## src/pipe_ctrl_pkg.sv

```systemverilog
package pipe_ctrl_pkg;

    localparam int XLEN = 32;

    // Seventeen operations, so five bits
    typedef enum logic [4:0] {
        ALU_ADD, ALU_SUB, ALU_AND, ALU_OR, ALU_XOR,
        ALU_SLL, ALU_SRL, ALU_SRA,
        ALU_ANDN, ALU_ORN, ALU_XNOR,
        ALU_MIN, ALU_MAX, ALU_MINU, ALU_MAXU,
        ALU_ROL, ALU_ROR
    } alu_op_e;

    typedef enum logic [1:0] {
        FWD_NONE,
        FWD_EXMEM,
        FWD_MEMWB
    } fwd_sel_e;

endpackage

```

## src/rv_isa_pkg.sv

```systemverilog
package rv_isa_pkg;

    localparam int REG_ADDR_W = 5;

    // Plain ADDI x0,x0,0
    localparam logic [31:0] NOP_INSTR = 32'h0000_0013;

    typedef enum logic [6:0] {
        OPC_OP     = 7'b0110011,
        OPC_OP_IMM = 7'b0010011,
        OPC_LOAD   = 7'b0000011,
        OPC_STORE  = 7'b0100011,
        OPC_BRANCH = 7'b1100011
    } opcode_e;

    // Zbb reuses these funct3 slots under its own funct7
    typedef enum logic [2:0] {
        F3_ADD  = 3'b000,
        F3_SLL  = 3'b001,  // Also ROL
        F3_WORD = 3'b010,  // LW and SW width
        F3_XOR  = 3'b100,  // Also XNOR, MIN
        F3_SR   = 3'b101,  // SRL, SRA, MINU, ROR
        F3_OR   = 3'b110,  // Also ORN, MAX
        F3_AND  = 3'b111   // Also ANDN, MAXU
    } funct3_e;

    localparam logic [2:0] F3_BEQ = 3'b000;

    typedef enum logic [6:0] {
        F7_BASE   = 7'b0000000,
        F7_ALT    = 7'b0100000,  // SUB, SRA, ANDN, ORN, XNOR
        F7_MINMAX = 7'b0000101,
        F7_ROT    = 7'b0110000
    } funct7_e;

endpackage

```

## src/alu.sv

```systemverilog
module alu
    import rv_isa_pkg::*;
    import pipe_ctrl_pkg::*;
(
    input  alu_op_e         op,
    input  logic [XLEN-1:0] a,
    input  logic [XLEN-1:0] b,
    output logic [XLEN-1:0] result
);

    logic [REG_ADDR_W-1:0] shamt;

    assign shamt = b[REG_ADDR_W-1:0];  // Shift amount fits a register index

    always_comb begin
        case (op)
            ALU_ADD:  result = a + b;
            ALU_SUB:  result = a - b;
            ALU_AND:  result = a & b;
            ALU_OR:   result = a | b;
            ALU_XOR:  result = a ^ b;
            ALU_SLL:  result = a << shamt;
            ALU_SRL:  result = a >> shamt;
            ALU_SRA:  result = $signed(a) >>> shamt;
            ALU_ANDN: result = a & ~b;
            ALU_ORN:  result = a | ~b;
            ALU_XNOR: result = ~(a ^ b);
            ALU_MIN:  result = ($signed(a) < $signed(b)) ? a : b;
            ALU_MAX:  result = ($signed(a) > $signed(b)) ? a : b;
            ALU_MINU: result = (a < b) ? a : b;
            ALU_MAXU: result = (a > b) ? a : b;
            // A shift by XLEN gives zero, so shamt 0 still returns a
            ALU_ROL:  result = (a << shamt) | (a >> (XLEN - shamt));
            ALU_ROR:  result = (a >> shamt) | (a << (XLEN - shamt));
            default:  result = '0;
        endcase
    end

endmodule

```

## src/decode_stage.sv

```systemverilog
module decode_stage
    import rv_isa_pkg::*;
    import pipe_ctrl_pkg::*;
(
    input  logic                  clk,
    input  logic                  rst,
    input  logic [XLEN-1:0]       ifid_pc,
    input  logic [31:0]           ifid_instr,
    input  logic                  redirect,
    output logic                  stall,
    output logic [REG_ADDR_W-1:0] rf_rs1_addr,
    output logic [REG_ADDR_W-1:0] rf_rs2_addr,
    input  logic [XLEN-1:0]       rf_rs1_data,
    input  logic [XLEN-1:0]       rf_rs2_data,
    output logic [XLEN-1:0]       idex_pc,
    output logic [XLEN-1:0]       idex_rs1_data,
    output logic [XLEN-1:0]       idex_rs2_data,
    output logic [XLEN-1:0]       idex_imm,
    output logic [REG_ADDR_W-1:0] idex_rs1,
    output logic [REG_ADDR_W-1:0] idex_rs2,
    output logic [REG_ADDR_W-1:0] idex_rd,
    output alu_op_e               idex_alu_op,
    output logic                  idex_alu_src,
    output logic                  idex_reg_write,
    output logic                  idex_mem_read,
    output logic                  idex_mem_write,
    output logic                  idex_mem_to_reg,
    output logic                  idex_is_beq
);

    logic [6:0]            opcode;
    logic [6:0]            funct7;
    logic [2:0]            funct3;
    logic [REG_ADDR_W-1:0] rd;
    logic [XLEN-1:0]       imm_i, imm_s, imm_b, imm;
    alu_op_e               alu_op;
    logic                  alu_src, reg_write, mem_read, mem_write, mem_to_reg, is_beq;
    logic                  use_rs2;

    assign opcode      = ifid_instr[6:0];
    assign rd          = ifid_instr[11:7];
    assign funct3      = ifid_instr[14:12];
    assign rf_rs1_addr = ifid_instr[19:15];
    assign rf_rs2_addr = ifid_instr[24:20];
    assign funct7      = ifid_instr[31:25];

    assign imm_i = {{20{ifid_instr[31]}}, ifid_instr[31:20]};
    assign imm_s = {{20{ifid_instr[31]}}, ifid_instr[31:25], ifid_instr[11:7]};
    assign imm_b = {{20{ifid_instr[31]}}, ifid_instr[7], ifid_instr[30:25],
                    ifid_instr[11:8], 1'b0};

    // Anything not recognised falls through with all control low
    always_comb begin
        alu_op     = ALU_ADD;
        alu_src    = 1'b0;
        reg_write  = 1'b0;
        mem_read   = 1'b0;
        mem_write  = 1'b0;
        mem_to_reg = 1'b0;
        is_beq     = 1'b0;
        use_rs2    = 1'b0;
        imm        = imm_i;
        case (opcode)
            OPC_OP: begin
                reg_write = 1'b1;
                use_rs2   = 1'b1;
                case ({funct7, funct3})
                    {F7_BASE, F3_ADD}:   alu_op = ALU_ADD;
                    {F7_ALT, F3_ADD}:    alu_op = ALU_SUB;
                    {F7_BASE, F3_AND}:   alu_op = ALU_AND;
                    {F7_BASE, F3_OR}:    alu_op = ALU_OR;
                    {F7_BASE, F3_XOR}:   alu_op = ALU_XOR;
                    {F7_BASE, F3_SLL}:   alu_op = ALU_SLL;
                    {F7_BASE, F3_SR}:    alu_op = ALU_SRL;
                    {F7_ALT, F3_SR}:     alu_op = ALU_SRA;
                    {F7_ALT, F3_AND}:    alu_op = ALU_ANDN;
                    {F7_ALT, F3_OR}:     alu_op = ALU_ORN;
                    {F7_ALT, F3_XOR}:    alu_op = ALU_XNOR;
                    {F7_MINMAX, F3_XOR}: alu_op = ALU_MIN;
                    {F7_MINMAX, F3_SR}:  alu_op = ALU_MINU;
                    {F7_MINMAX, F3_OR}:  alu_op = ALU_MAX;
                    {F7_MINMAX, F3_AND}: alu_op = ALU_MAXU;
                    {F7_ROT, F3_SLL}:    alu_op = ALU_ROL;
                    {F7_ROT, F3_SR}:     alu_op = ALU_ROR;
                    default: begin
                        reg_write = 1'b0;
                        use_rs2   = 1'b0;
                    end
                endcase
            end
            OPC_OP_IMM: begin
                reg_write = 1'b1;
                alu_src   = 1'b1;
                case (funct3)
                    F3_ADD:  alu_op = ALU_ADD;
                    F3_AND:  alu_op = ALU_AND;
                    F3_OR:   alu_op = ALU_OR;
                    F3_XOR:  alu_op = ALU_XOR;
                    default: begin
                        reg_write = 1'b0;
                        alu_src   = 1'b0;
                    end
                endcase
            end
            OPC_LOAD: begin
                if (funct3 == F3_WORD) begin
                    reg_write  = 1'b1;
                    mem_read   = 1'b1;
                    mem_to_reg = 1'b1;
                    alu_src    = 1'b1;
                end
            end
            OPC_STORE: begin
                imm = imm_s;
                if (funct3 == F3_WORD) begin
                    mem_write = 1'b1;
                    alu_src   = 1'b1;
                    use_rs2   = 1'b1;  // Store data
                end
            end
            OPC_BRANCH: begin
                imm = imm_b;
                if (funct3 == F3_BEQ) begin
                    is_beq  = 1'b1;
                    use_rs2 = 1'b1;
                end
            end
            default: ;
        endcase
    end

    // Load in EX feeding the instruction in decode
    assign stall = idex_mem_read && (idex_rd != '0) &&
                   ((idex_rd == rf_rs1_addr) || (use_rs2 && (idex_rd == rf_rs2_addr)));

    always_ff @(posedge clk) begin
        if (rst || redirect || stall) begin
            idex_alu_op     <= ALU_ADD;  // Bubble
            idex_alu_src    <= 1'b0;
            idex_reg_write  <= 1'b0;
            idex_mem_read   <= 1'b0;
            idex_mem_write  <= 1'b0;
            idex_mem_to_reg <= 1'b0;
            idex_is_beq     <= 1'b0;
        end else begin
            idex_alu_op     <= alu_op;
            idex_alu_src    <= alu_src;
            idex_reg_write  <= reg_write;
            idex_mem_read   <= mem_read;
            idex_mem_write  <= mem_write;
            idex_mem_to_reg <= mem_to_reg;
            idex_is_beq     <= is_beq;
        end
    end

    always_ff @(posedge clk) begin
        idex_pc       <= ifid_pc;
        idex_rs1_data <= rf_rs1_data;
        idex_rs2_data <= rf_rs2_data;
        idex_imm      <= imm;
        idex_rs1      <= rf_rs1_addr;
        idex_rs2      <= rf_rs2_addr;
        idex_rd       <= rd;
    end

endmodule

```

## src/execute_stage.sv

```systemverilog
module execute_stage
    import pipe_ctrl_pkg::*;
(
    input  logic            clk,
    input  logic            rst,
    input  logic [XLEN-1:0] idex_pc,
    input  logic [XLEN-1:0] idex_rs1_data,
    input  logic [XLEN-1:0] idex_rs2_data,
    input  logic [XLEN-1:0] idex_imm,
    input  logic [4:0]      idex_rs1,
    input  logic [4:0]      idex_rs2,
    input  logic [4:0]      idex_rd,
    input  alu_op_e         idex_alu_op,
    input  logic            idex_alu_src,
    input  logic            idex_reg_write,
    input  logic            idex_mem_read,
    input  logic            idex_mem_write,
    input  logic            idex_mem_to_reg,
    input  logic            idex_is_beq,
    input  logic [XLEN-1:0] memwb_result,
    input  logic [4:0]      memwb_rd,
    input  logic            memwb_reg_write,
    output logic            redirect,
    output logic [XLEN-1:0] redirect_pc,
    output logic [XLEN-1:0] exmem_alu_result,
    output logic [XLEN-1:0] exmem_store_data,
    output logic [4:0]      exmem_rd,
    output logic            exmem_reg_write,
    output logic            exmem_mem_read,
    output logic            exmem_mem_write,
    output logic            exmem_mem_to_reg
);

    fwd_sel_e        fwd_a, fwd_b;
    logic [XLEN-1:0] op_a, op_b, alu_b, alu_result;

    // Younger result in EX/MEM takes precedence
    function automatic fwd_sel_e fwd_select(input logic [4:0] src);
        if (src == 5'd0) begin
            return FWD_NONE;
        end else if (exmem_reg_write && (exmem_rd == src)) begin
            return FWD_EXMEM;
        end else if (memwb_reg_write && (memwb_rd == src)) begin
            return FWD_MEMWB;
        end
        return FWD_NONE;
    endfunction

    function automatic logic [XLEN-1:0] fwd_value(input fwd_sel_e sel,
                                                  input logic [XLEN-1:0] rf_val);
        case (sel)
            FWD_EXMEM: return exmem_alu_result;
            FWD_MEMWB: return memwb_result;
            default:   return rf_val;
        endcase
    endfunction

    always_comb begin
        fwd_a = fwd_select(idex_rs1);
        fwd_b = fwd_select(idex_rs2);
        op_a  = fwd_value(fwd_a, idex_rs1_data);
        op_b  = fwd_value(fwd_b, idex_rs2_data);
    end

    assign alu_b = idex_alu_src ? idex_imm : op_b;

    alu alu_i (
        .op     (idex_alu_op),
        .a      (op_a),
        .b      (alu_b),
        .result (alu_result)
    );

    assign redirect    = idex_is_beq && (op_a == op_b);
    assign redirect_pc = idex_pc + idex_imm;  // B immediate

    always_ff @(posedge clk) begin
        if (rst) begin
            exmem_reg_write  <= 1'b0;
            exmem_mem_read   <= 1'b0;
            exmem_mem_write  <= 1'b0;
            exmem_mem_to_reg <= 1'b0;
        end else begin
            exmem_reg_write  <= idex_reg_write;
            exmem_mem_read   <= idex_mem_read;
            exmem_mem_write  <= idex_mem_write;
            exmem_mem_to_reg <= idex_mem_to_reg;
        end
    end

    always_ff @(posedge clk) begin
        exmem_alu_result <= alu_result;
        exmem_store_data <= op_b;  // Forwarded rs2
        exmem_rd         <= idex_rd;
    end

endmodule

```

## src/fetch_stage.sv

```systemverilog
module fetch_stage
    import rv_isa_pkg::*;
    import pipe_ctrl_pkg::*;
#(
    parameter logic [XLEN-1:0] RESET_PC = '0
) (
    input  logic            clk,
    input  logic            rst,
    input  logic            stall,
    input  logic            redirect,
    input  logic [XLEN-1:0] redirect_pc,
    input  logic [31:0]     imem_rdata,
    output logic [XLEN-1:0] imem_addr,
    output logic [XLEN-1:0] ifid_pc,
    output logic [31:0]     ifid_instr
);

    logic [XLEN-1:0] pc;

    assign imem_addr = pc;  // Same-cycle fetch

    // Redirect wins over a load-use hold
    always_ff @(posedge clk) begin
        if (rst) begin
            pc <= RESET_PC;
        end else if (redirect) begin
            pc <= redirect_pc;
        end else if (!stall) begin
            pc <= pc + XLEN'(4);
        end
    end

    always_ff @(posedge clk) begin
        if (rst || redirect) begin
            ifid_instr <= NOP_INSTR;  // Squash the wrong-path word
        end else if (!stall) begin
            ifid_instr <= imem_rdata;
        end
    end

    always_ff @(posedge clk) begin
        if (!stall) begin
            ifid_pc <= pc;
        end
    end

endmodule

```

## src/reg_file.sv

```systemverilog
module reg_file (
    input  logic        clk,
    input  logic        rst,
    input  logic [4:0]  rs1_addr,
    input  logic [4:0]  rs2_addr,
    input  logic        wr_en,
    input  logic [4:0]  wr_addr,
    input  logic [31:0] wr_data,
    output logic [31:0] rs1_data,
    output logic [31:0] rs2_data
);

    logic [31:0] regs [32];
    logic        wr_live;

    assign wr_live = wr_en && (wr_addr != 5'd0);  // x0 stays zero

    always_ff @(posedge clk) begin
        if (rst) begin
            for (int i = 0; i < 32; i++) begin
                regs[i] <= '0;
            end
        end else if (wr_live) begin
            regs[wr_addr] <= wr_data;
        end
    end

    // Write-through so decode sees this cycle's write-back
    assign rs1_data = (wr_live && (wr_addr == rs1_addr)) ? wr_data : regs[rs1_addr];
    assign rs2_data = (wr_live && (wr_addr == rs2_addr)) ? wr_data : regs[rs2_addr];

endmodule

```

## src/result_stage.sv

```systemverilog
module result_stage
    import pipe_ctrl_pkg::*;
(
    input  logic            clk,
    input  logic            rst,
    input  logic [XLEN-1:0] exmem_alu_result,
    input  logic [XLEN-1:0] exmem_store_data,
    input  logic [4:0]      exmem_rd,
    input  logic            exmem_reg_write,
    input  logic            exmem_mem_read,
    input  logic            exmem_mem_write,
    input  logic            exmem_mem_to_reg,
    input  logic [XLEN-1:0] dmem_rdata,
    output logic [XLEN-1:0] dmem_addr,
    output logic [XLEN-1:0] dmem_wdata,
    output logic            dmem_wen,
    output logic            dmem_ren,
    output logic [XLEN-1:0] memwb_result,
    output logic [4:0]      memwb_rd,
    output logic            memwb_reg_write
);

    assign dmem_addr  = exmem_alu_result;
    assign dmem_wdata = exmem_store_data;
    assign dmem_wen   = exmem_mem_write;
    assign dmem_ren   = exmem_mem_read;

    always_ff @(posedge clk) begin
        if (rst) begin
            memwb_reg_write <= 1'b0;
        end else begin
            memwb_reg_write <= exmem_reg_write;
        end
    end

    // Load data or ALU result, picked once here
    always_ff @(posedge clk) begin
        memwb_result <= exmem_mem_to_reg ? dmem_rdata : exmem_alu_result;
        memwb_rd     <= exmem_rd;
    end

endmodule

```

## src/rv_pipeline_top.sv

```systemverilog
module rv_pipeline_top
    import pipe_ctrl_pkg::*;
#(
    parameter logic [XLEN-1:0] RESET_PC = '0
) (
    input  logic            clk,
    input  logic            rst,
    input  logic [31:0]     imem_rdata,
    input  logic [XLEN-1:0] dmem_rdata,
    output logic [XLEN-1:0] imem_addr,
    output logic [XLEN-1:0] dmem_addr,
    output logic [XLEN-1:0] dmem_wdata,
    output logic            dmem_wen,
    output logic            dmem_ren
);

    // Stage ports share these names, so the stages hook up by name
    logic            stall, redirect;
    logic [XLEN-1:0] redirect_pc, ifid_pc;
    logic [31:0]     ifid_instr;
    logic [4:0]      rf_rs1_addr, rf_rs2_addr;
    logic [XLEN-1:0] rf_rs1_data, rf_rs2_data;

    logic [XLEN-1:0] idex_pc, idex_rs1_data, idex_rs2_data, idex_imm;
    logic [4:0]      idex_rs1, idex_rs2, idex_rd;
    alu_op_e         idex_alu_op;
    logic            idex_alu_src, idex_reg_write, idex_mem_read;
    logic            idex_mem_write, idex_mem_to_reg, idex_is_beq;

    logic [XLEN-1:0] exmem_alu_result, exmem_store_data;
    logic [4:0]      exmem_rd;
    logic            exmem_reg_write, exmem_mem_read, exmem_mem_write, exmem_mem_to_reg;

    logic [XLEN-1:0] memwb_result;
    logic [4:0]      memwb_rd;
    logic            memwb_reg_write;

    fetch_stage #(
        .RESET_PC (RESET_PC)
    ) fetch_stage_i (.*);

    decode_stage decode_stage_i (.*);

    reg_file reg_file_i (
        .clk      (clk),
        .rst      (rst),
        .rs1_addr (rf_rs1_addr),
        .rs2_addr (rf_rs2_addr),
        .wr_en    (memwb_reg_write),  // Write-back port
        .wr_addr  (memwb_rd),
        .wr_data  (memwb_result),
        .rs1_data (rf_rs1_data),
        .rs2_data (rf_rs2_data)
    );

    execute_stage execute_stage_i (.*);

    result_stage result_stage_i (.*);

endmodule

```

## config.mk

```make
export PLATFORM = sky130hd
export DESIGN_NAME = rv_pipeline_top
export DESIGN_NICKNAME = d
export VERILOG_FILES = /design/src/pipe_ctrl_pkg.sv /design/src/rv_isa_pkg.sv /design/src/alu.sv /design/src/decode_stage.sv /design/src/execute_stage.sv /design/src/fetch_stage.sv /design/src/reg_file.sv /design/src/result_stage.sv /design/src/rv_pipeline_top.sv
export SDC_FILE = /design/constraint.sdc
export NUM_CORES = 2
export LEC_CHECK = 0
export BUFFER_PORTS_ARGS = -buffer_cell sky130_fd_sc_hd__buf_2
export CAP_MARGIN = 15
export CORE_MARGIN = 3
export CORE_UTILIZATION = 45
export CTS_CLUSTER_DIAMETER = 60
export DETAILED_ROUTE_END_ITERATION = 16
export PLACE_DENSITY = 0.65
export SKIP_LAST_GASP = 1
export SLEW_MARGIN = 15
export SYNTH_ARGS = -nofsm -noshare
export SYNTH_HDL_FRONTEND = slang
export SYNTH_SLANG_ARGS = --single-unit
```

## constraint.sdc

```tcl
create_clock -name clk -period 8.8 [get_ports clk]
set_input_delay 0.88 -clock clk [delete_from_list [all_inputs] [get_ports clk]]
set_output_delay 0.88 -clock clk [all_outputs]
set_load 0.05 [all_outputs]
```

==> impl_results.md <==
- Sequential share of the synthesized area: 0.471
- Cts hold-fix bufs: 0
- Hold path startpoint: imem_rdata[1]
- Crit Path Class: reg -> reg
- Die extent in x: 430 um
- Max Clk Rate: 122 MHz
- Max clock buf depth: 3
- # port buffers: 163
- Vias in the first global route: 59300
- Final hold violations: 0
- I/O Pins: 164
- Initial antenna violation count: 38
- Share of layout cells above drive strength 1: 0.239
- Cell count after placement: 8799
- Synth Area in Adders: 0.0158
- Area growth syn-to-layout: 12.0%
- Max_slew headroom: 0.146
- Crit start category: flop
- Clock-pin slew on the worst setup and hold paths: 0.06 ns
- WHS Path Cells: 3
- Type of the worst min-delay path: in -> reg
- Compound-Gate Fraction of Synth Area: 0.0901
- Leak: 33.5 nW
- GRT overflow: 0
- Post-synth EDFFs: 1056
- Fill cells: 15300
- Drt via density: 6.74
- Max-slew violation count: 0
- Post-layout power: 22.0 mW
- FP Rows: 154
- Drt drc: 0
- Core ar.: 177000 um^2
- Combinational family with the most area after synthesis: multiplexers
- Worst vdd ir: 0.167 mV
- First-pass GRT wire length: 499000 um
- Maxcap violations: 0
- Vias post-DR: 61500
- R2r setup slk: 0.59 ns
- Clk Latency, worst-skew pair: 0.86 ns
- Reg2reg path depth: 18
- Fin nets: 6792
- Post-CTS sizing: 0
- Sum of negative setup slack: 0 ns
- Wire per inst: 40.1 um
- Hold slack: 0.251 ns
- Mapped Cells: 6542
- Clock sink count: 1374
- Global placement routability congestion: 1.07
- Main flop type after synthesis: edfxtp_1
- Initial core utilization: 0.456
- CP cell instances: xor2_1 -> nor4_4 -> o211a_4 -> nor2_4 -> a21oi_1 -> inv_1 -> ha_1 -> a31oi_1 -> o21ai_0 -> nor4b_1 -> a21oi_1 -> nor2_1 -> mux2i_1 -> nor2_1 -> buf_12 -> a32oi_1 -> a2111oi_0 -> o311ai_0
- Synth top area share: 0.392
- Fin crit share: 0.933
- Crit-path slowest cell: nor4b_1
- Final WL: 365000 um
- Setup violations, final: 0
- Post-synthesis cell area: 80800 um^2
- Async SR Flop Fraction: 0
- Max FO, Critical Path: 33
- H-tree Lvls: 4
- Run status: finished, final reports clean
- Crit end category: flop
- Slowest stage delay, CP: 1.04 ns
- Synth cell count leaders: edfxtp_1, and2_1, mux4_2
- TritonCTS clock tree: built
- Most common cell in the netlist: edfxtp_1
- Post-layout util: 0.511
- First DRT Iteration DRCs: 9377
- Syn. warnings: 0
- XOR/XNOR Fraction of Synth Area: 0.0161
- Synth top area cells: edfxtp_1, mux4_2, dfxtp_1
- Fin crit period: 8.21 ns
- Clock skew after layout: 0.0641 ns
- Finished Layout Cells: 9117
- Clk root buf: clkbuf_16
- Global-route usage over all layers: 0.390
- Reg2reg start: result_stage_i.memwb_rd[1]
- DR pass1 iterations: 8
- Mux cell area share after synthesis: 0.231
- Die height: 430 um
- PD cells: 243 nW/um^2
- Largest net degree at the start of global routing: 94
- Crit path DAT: 8.85 ns
- Syn Area/Cell: 12.4 um^2
- Worst-margin pin slew: 1.26 ns
- DRT antenna net count: 0
- Die area: 185000 um^2
- Post-CTS setup buffers: 0
- R2r endpoint: execute_stage_i.exmem_alu_result[2]
- Worst path required time: 9.45 ns
- Yosys cell types: 111
- Simple-gate share of the synthesized area: 0.142
- RSZ-0062 raised after global routing: no
- Total CTS buffers: 165
- Endpoint, Worst Hold: fetch_stage_i.ifid_instr[1]
- Synth area leader: edfxtp_1
- Synth Register Bits: 1374
- Detailed placer's ending HPWL: 258000 um
stage by stage:
| stage | area [um^2] | setup slack [ns] |
|---|---|---|
| 2_1_floorplan | 80900 | 2.72 |
| 3_3_place_gp | 85100 | 0.965 |
| 3_5_place_dp | 85100 | 0.926 |
| 4_1_cts | 90500 | 0.864 |
| 5_1_grt | 90500 | 0.459 |
| 6_report | 90500 | 0.592 |
layout by cell type (no fill, tap or decap), types with 20 or more instances in the layout:
| cell | Yosys | final |
|---|---|---|
| o22ai_1 | 44 | 43 |
| xor2_1 | 43 | 43 |
| nor2_4 | 1 | 34 |
| a211oi_1 | 39 | 39 |
| xnor2_1 | 102 | 100 |
| clkbuf_16 | 0 | 169 |
| dfxtp_1 | 318 | 296 |
| a22o_1 | 50 | 50 |
| o211ai_1 | 50 | 50 |
| nor4_1 | 26 | 24 |
| nand3_1 | 86 | 86 |
| mux2i_1 | 296 | 293 |
| nand2_1 | 392 | 391 |
| inv_1 | 106 | 106 |
| clkinv_1 | 1 | 20 |
| and2_1 | 1007 | 1006 |
| o21ai_0 | 254 | 254 |
| ha_1 | 97 | 97 |
| o221ai_1 | 26 | 26 |
| a31oi_1 | 24 | 24 |
| nand2b_1 | 22 | 21 |
| nor3_1 | 61 | 60 |
| nand4_1 | 44 | 44 |
| mux4_2 | 662 | 662 |
| buf_2 | 58 | 162 |
| or2_2 | 39 | 39 |
| nor2_1 | 333 | 297 |
| buf_4 | 14 | 285 |
| o21bai_1 | 20 | 20 |
| clkinv_2 | 1 | 33 |
| a21oi_1 | 237 | 237 |
| conb_1 | 1 | 32 |
| nor2b_1 | 24 | 24 |
| edfxtp_1 | 1056 | 1056 |
| mux2_2 | 67 | 67 |
| a21o_1 | 62 | 62 |
| clkbuf_1 | 426 | 33 |
worst max-delay path by stage:
stage,slack (ns),cells past startpoint,to,from
after floorplan,2.72,25,execute_stage_i.exmem_alu_result[2],decode_stage_i.idex_rs2[1]
after global placement,0.96,19,execute_stage_i.exmem_alu_result[28],result_stage_i.memwb_rd[0]
after detailed placement,0.93,18,execute_stage_i.exmem_alu_result[28],result_stage_i.memwb_rd[1]
after CTS,0.86,18,execute_stage_i.exmem_alu_result[28],result_stage_i.memwb_rd[1]
after global routing,0.46,20,execute_stage_i.exmem_alu_result[14],result_stage_i.memwb_rd[4]
final,0.59,18,execute_stage_i.exmem_alu_result[2],result_stage_i.memwb_rd[1]
power by group:
group	internal (mW)	leakage [nW]	switching (mW)	total [mW]
sequential	7.39	13.6	0.923	8.31
clock	3.94	2.64	2.90	6.84
combinational	2.01	17.3	4.82	6.83
total	13.3	33.5	8.65	22.0
kinds of logic after synthesis:
| logic type | Yosys count |
|---|---|
| other | 1 |
| AO/OA/AOI/OAI | 1081 |
| buffers and inverters | 686 |
| AND/OR/NAND/NOR | 2126 |
| multiplexers | 1028 |
| flip-flops | 1374 |
| adder cells (fa/ha/maj) | 100 |
| XOR/XNOR | 146 |
flip-flops by register name, summed over array words and instances (netlist names), 5 cells and up, named ones only:
register	count
decode_stage_i.idex_alu_op	5
decode_stage_i.idex_imm	13
decode_stage_i.idex_pc	32
decode_stage_i.idex_rd	5
decode_stage_i.idex_rs1	5
decode_stage_i.idex_rs1_data	32
decode_stage_i.idex_rs2	5
decode_stage_i.idex_rs2_data	32
execute_stage_i.exmem_alu_result	32
execute_stage_i.exmem_rd	5
execute_stage_i.exmem_store_data	32
fetch_stage_i.ifid_instr	32
fetch_stage_i.ifid_pc	32
fetch_stage_i.imem_addr	32
reg_file_i.regs	1024
result_stage_i.memwb_rd	5
result_stage_i.memwb_result	32
metal layers:
metal,global-route usage,vias up,routed length (um)
li1,-,25000,-
met1,0.514,31600,139000
met2,0.598,4022,165000
met3,0.0962,790,39100
met4,0.203,8,22400
met5,0,-,44
worst max-delay path: cells and delay by family, from the launching register on:
kind            cells  cell delay, ns
xor+xnor            1            0.17
flops               1            0.57
simple gates        5            2.71
buf+inv             2            0.51
compound gates      8            3.22
fa+ha+maj           1            0.60
mux                 1            0.18
final cells by class:
| class | count | area (um^2) | share of cell area |
|---|---|---|---|
| clock inverters | 90 | 933 | 0.0103 |
| diodes | 19 | 47.5 | 0.000525 |
| clock buffers | 209 | 4450 | 0.0492 |
| inverters | 116 | 439 | 0.00485 |
| well taps | 2340 | 2930 | 0.0323 |
| repair buffers | 456 | 3130 | 0.0346 |
| multi-input cells | 4513 | 40500 | 0.447 |
| flip-flops and latches | 1374 | 38100 | 0.421 |
No activity file was read; power rests on OpenSTA's default activity.
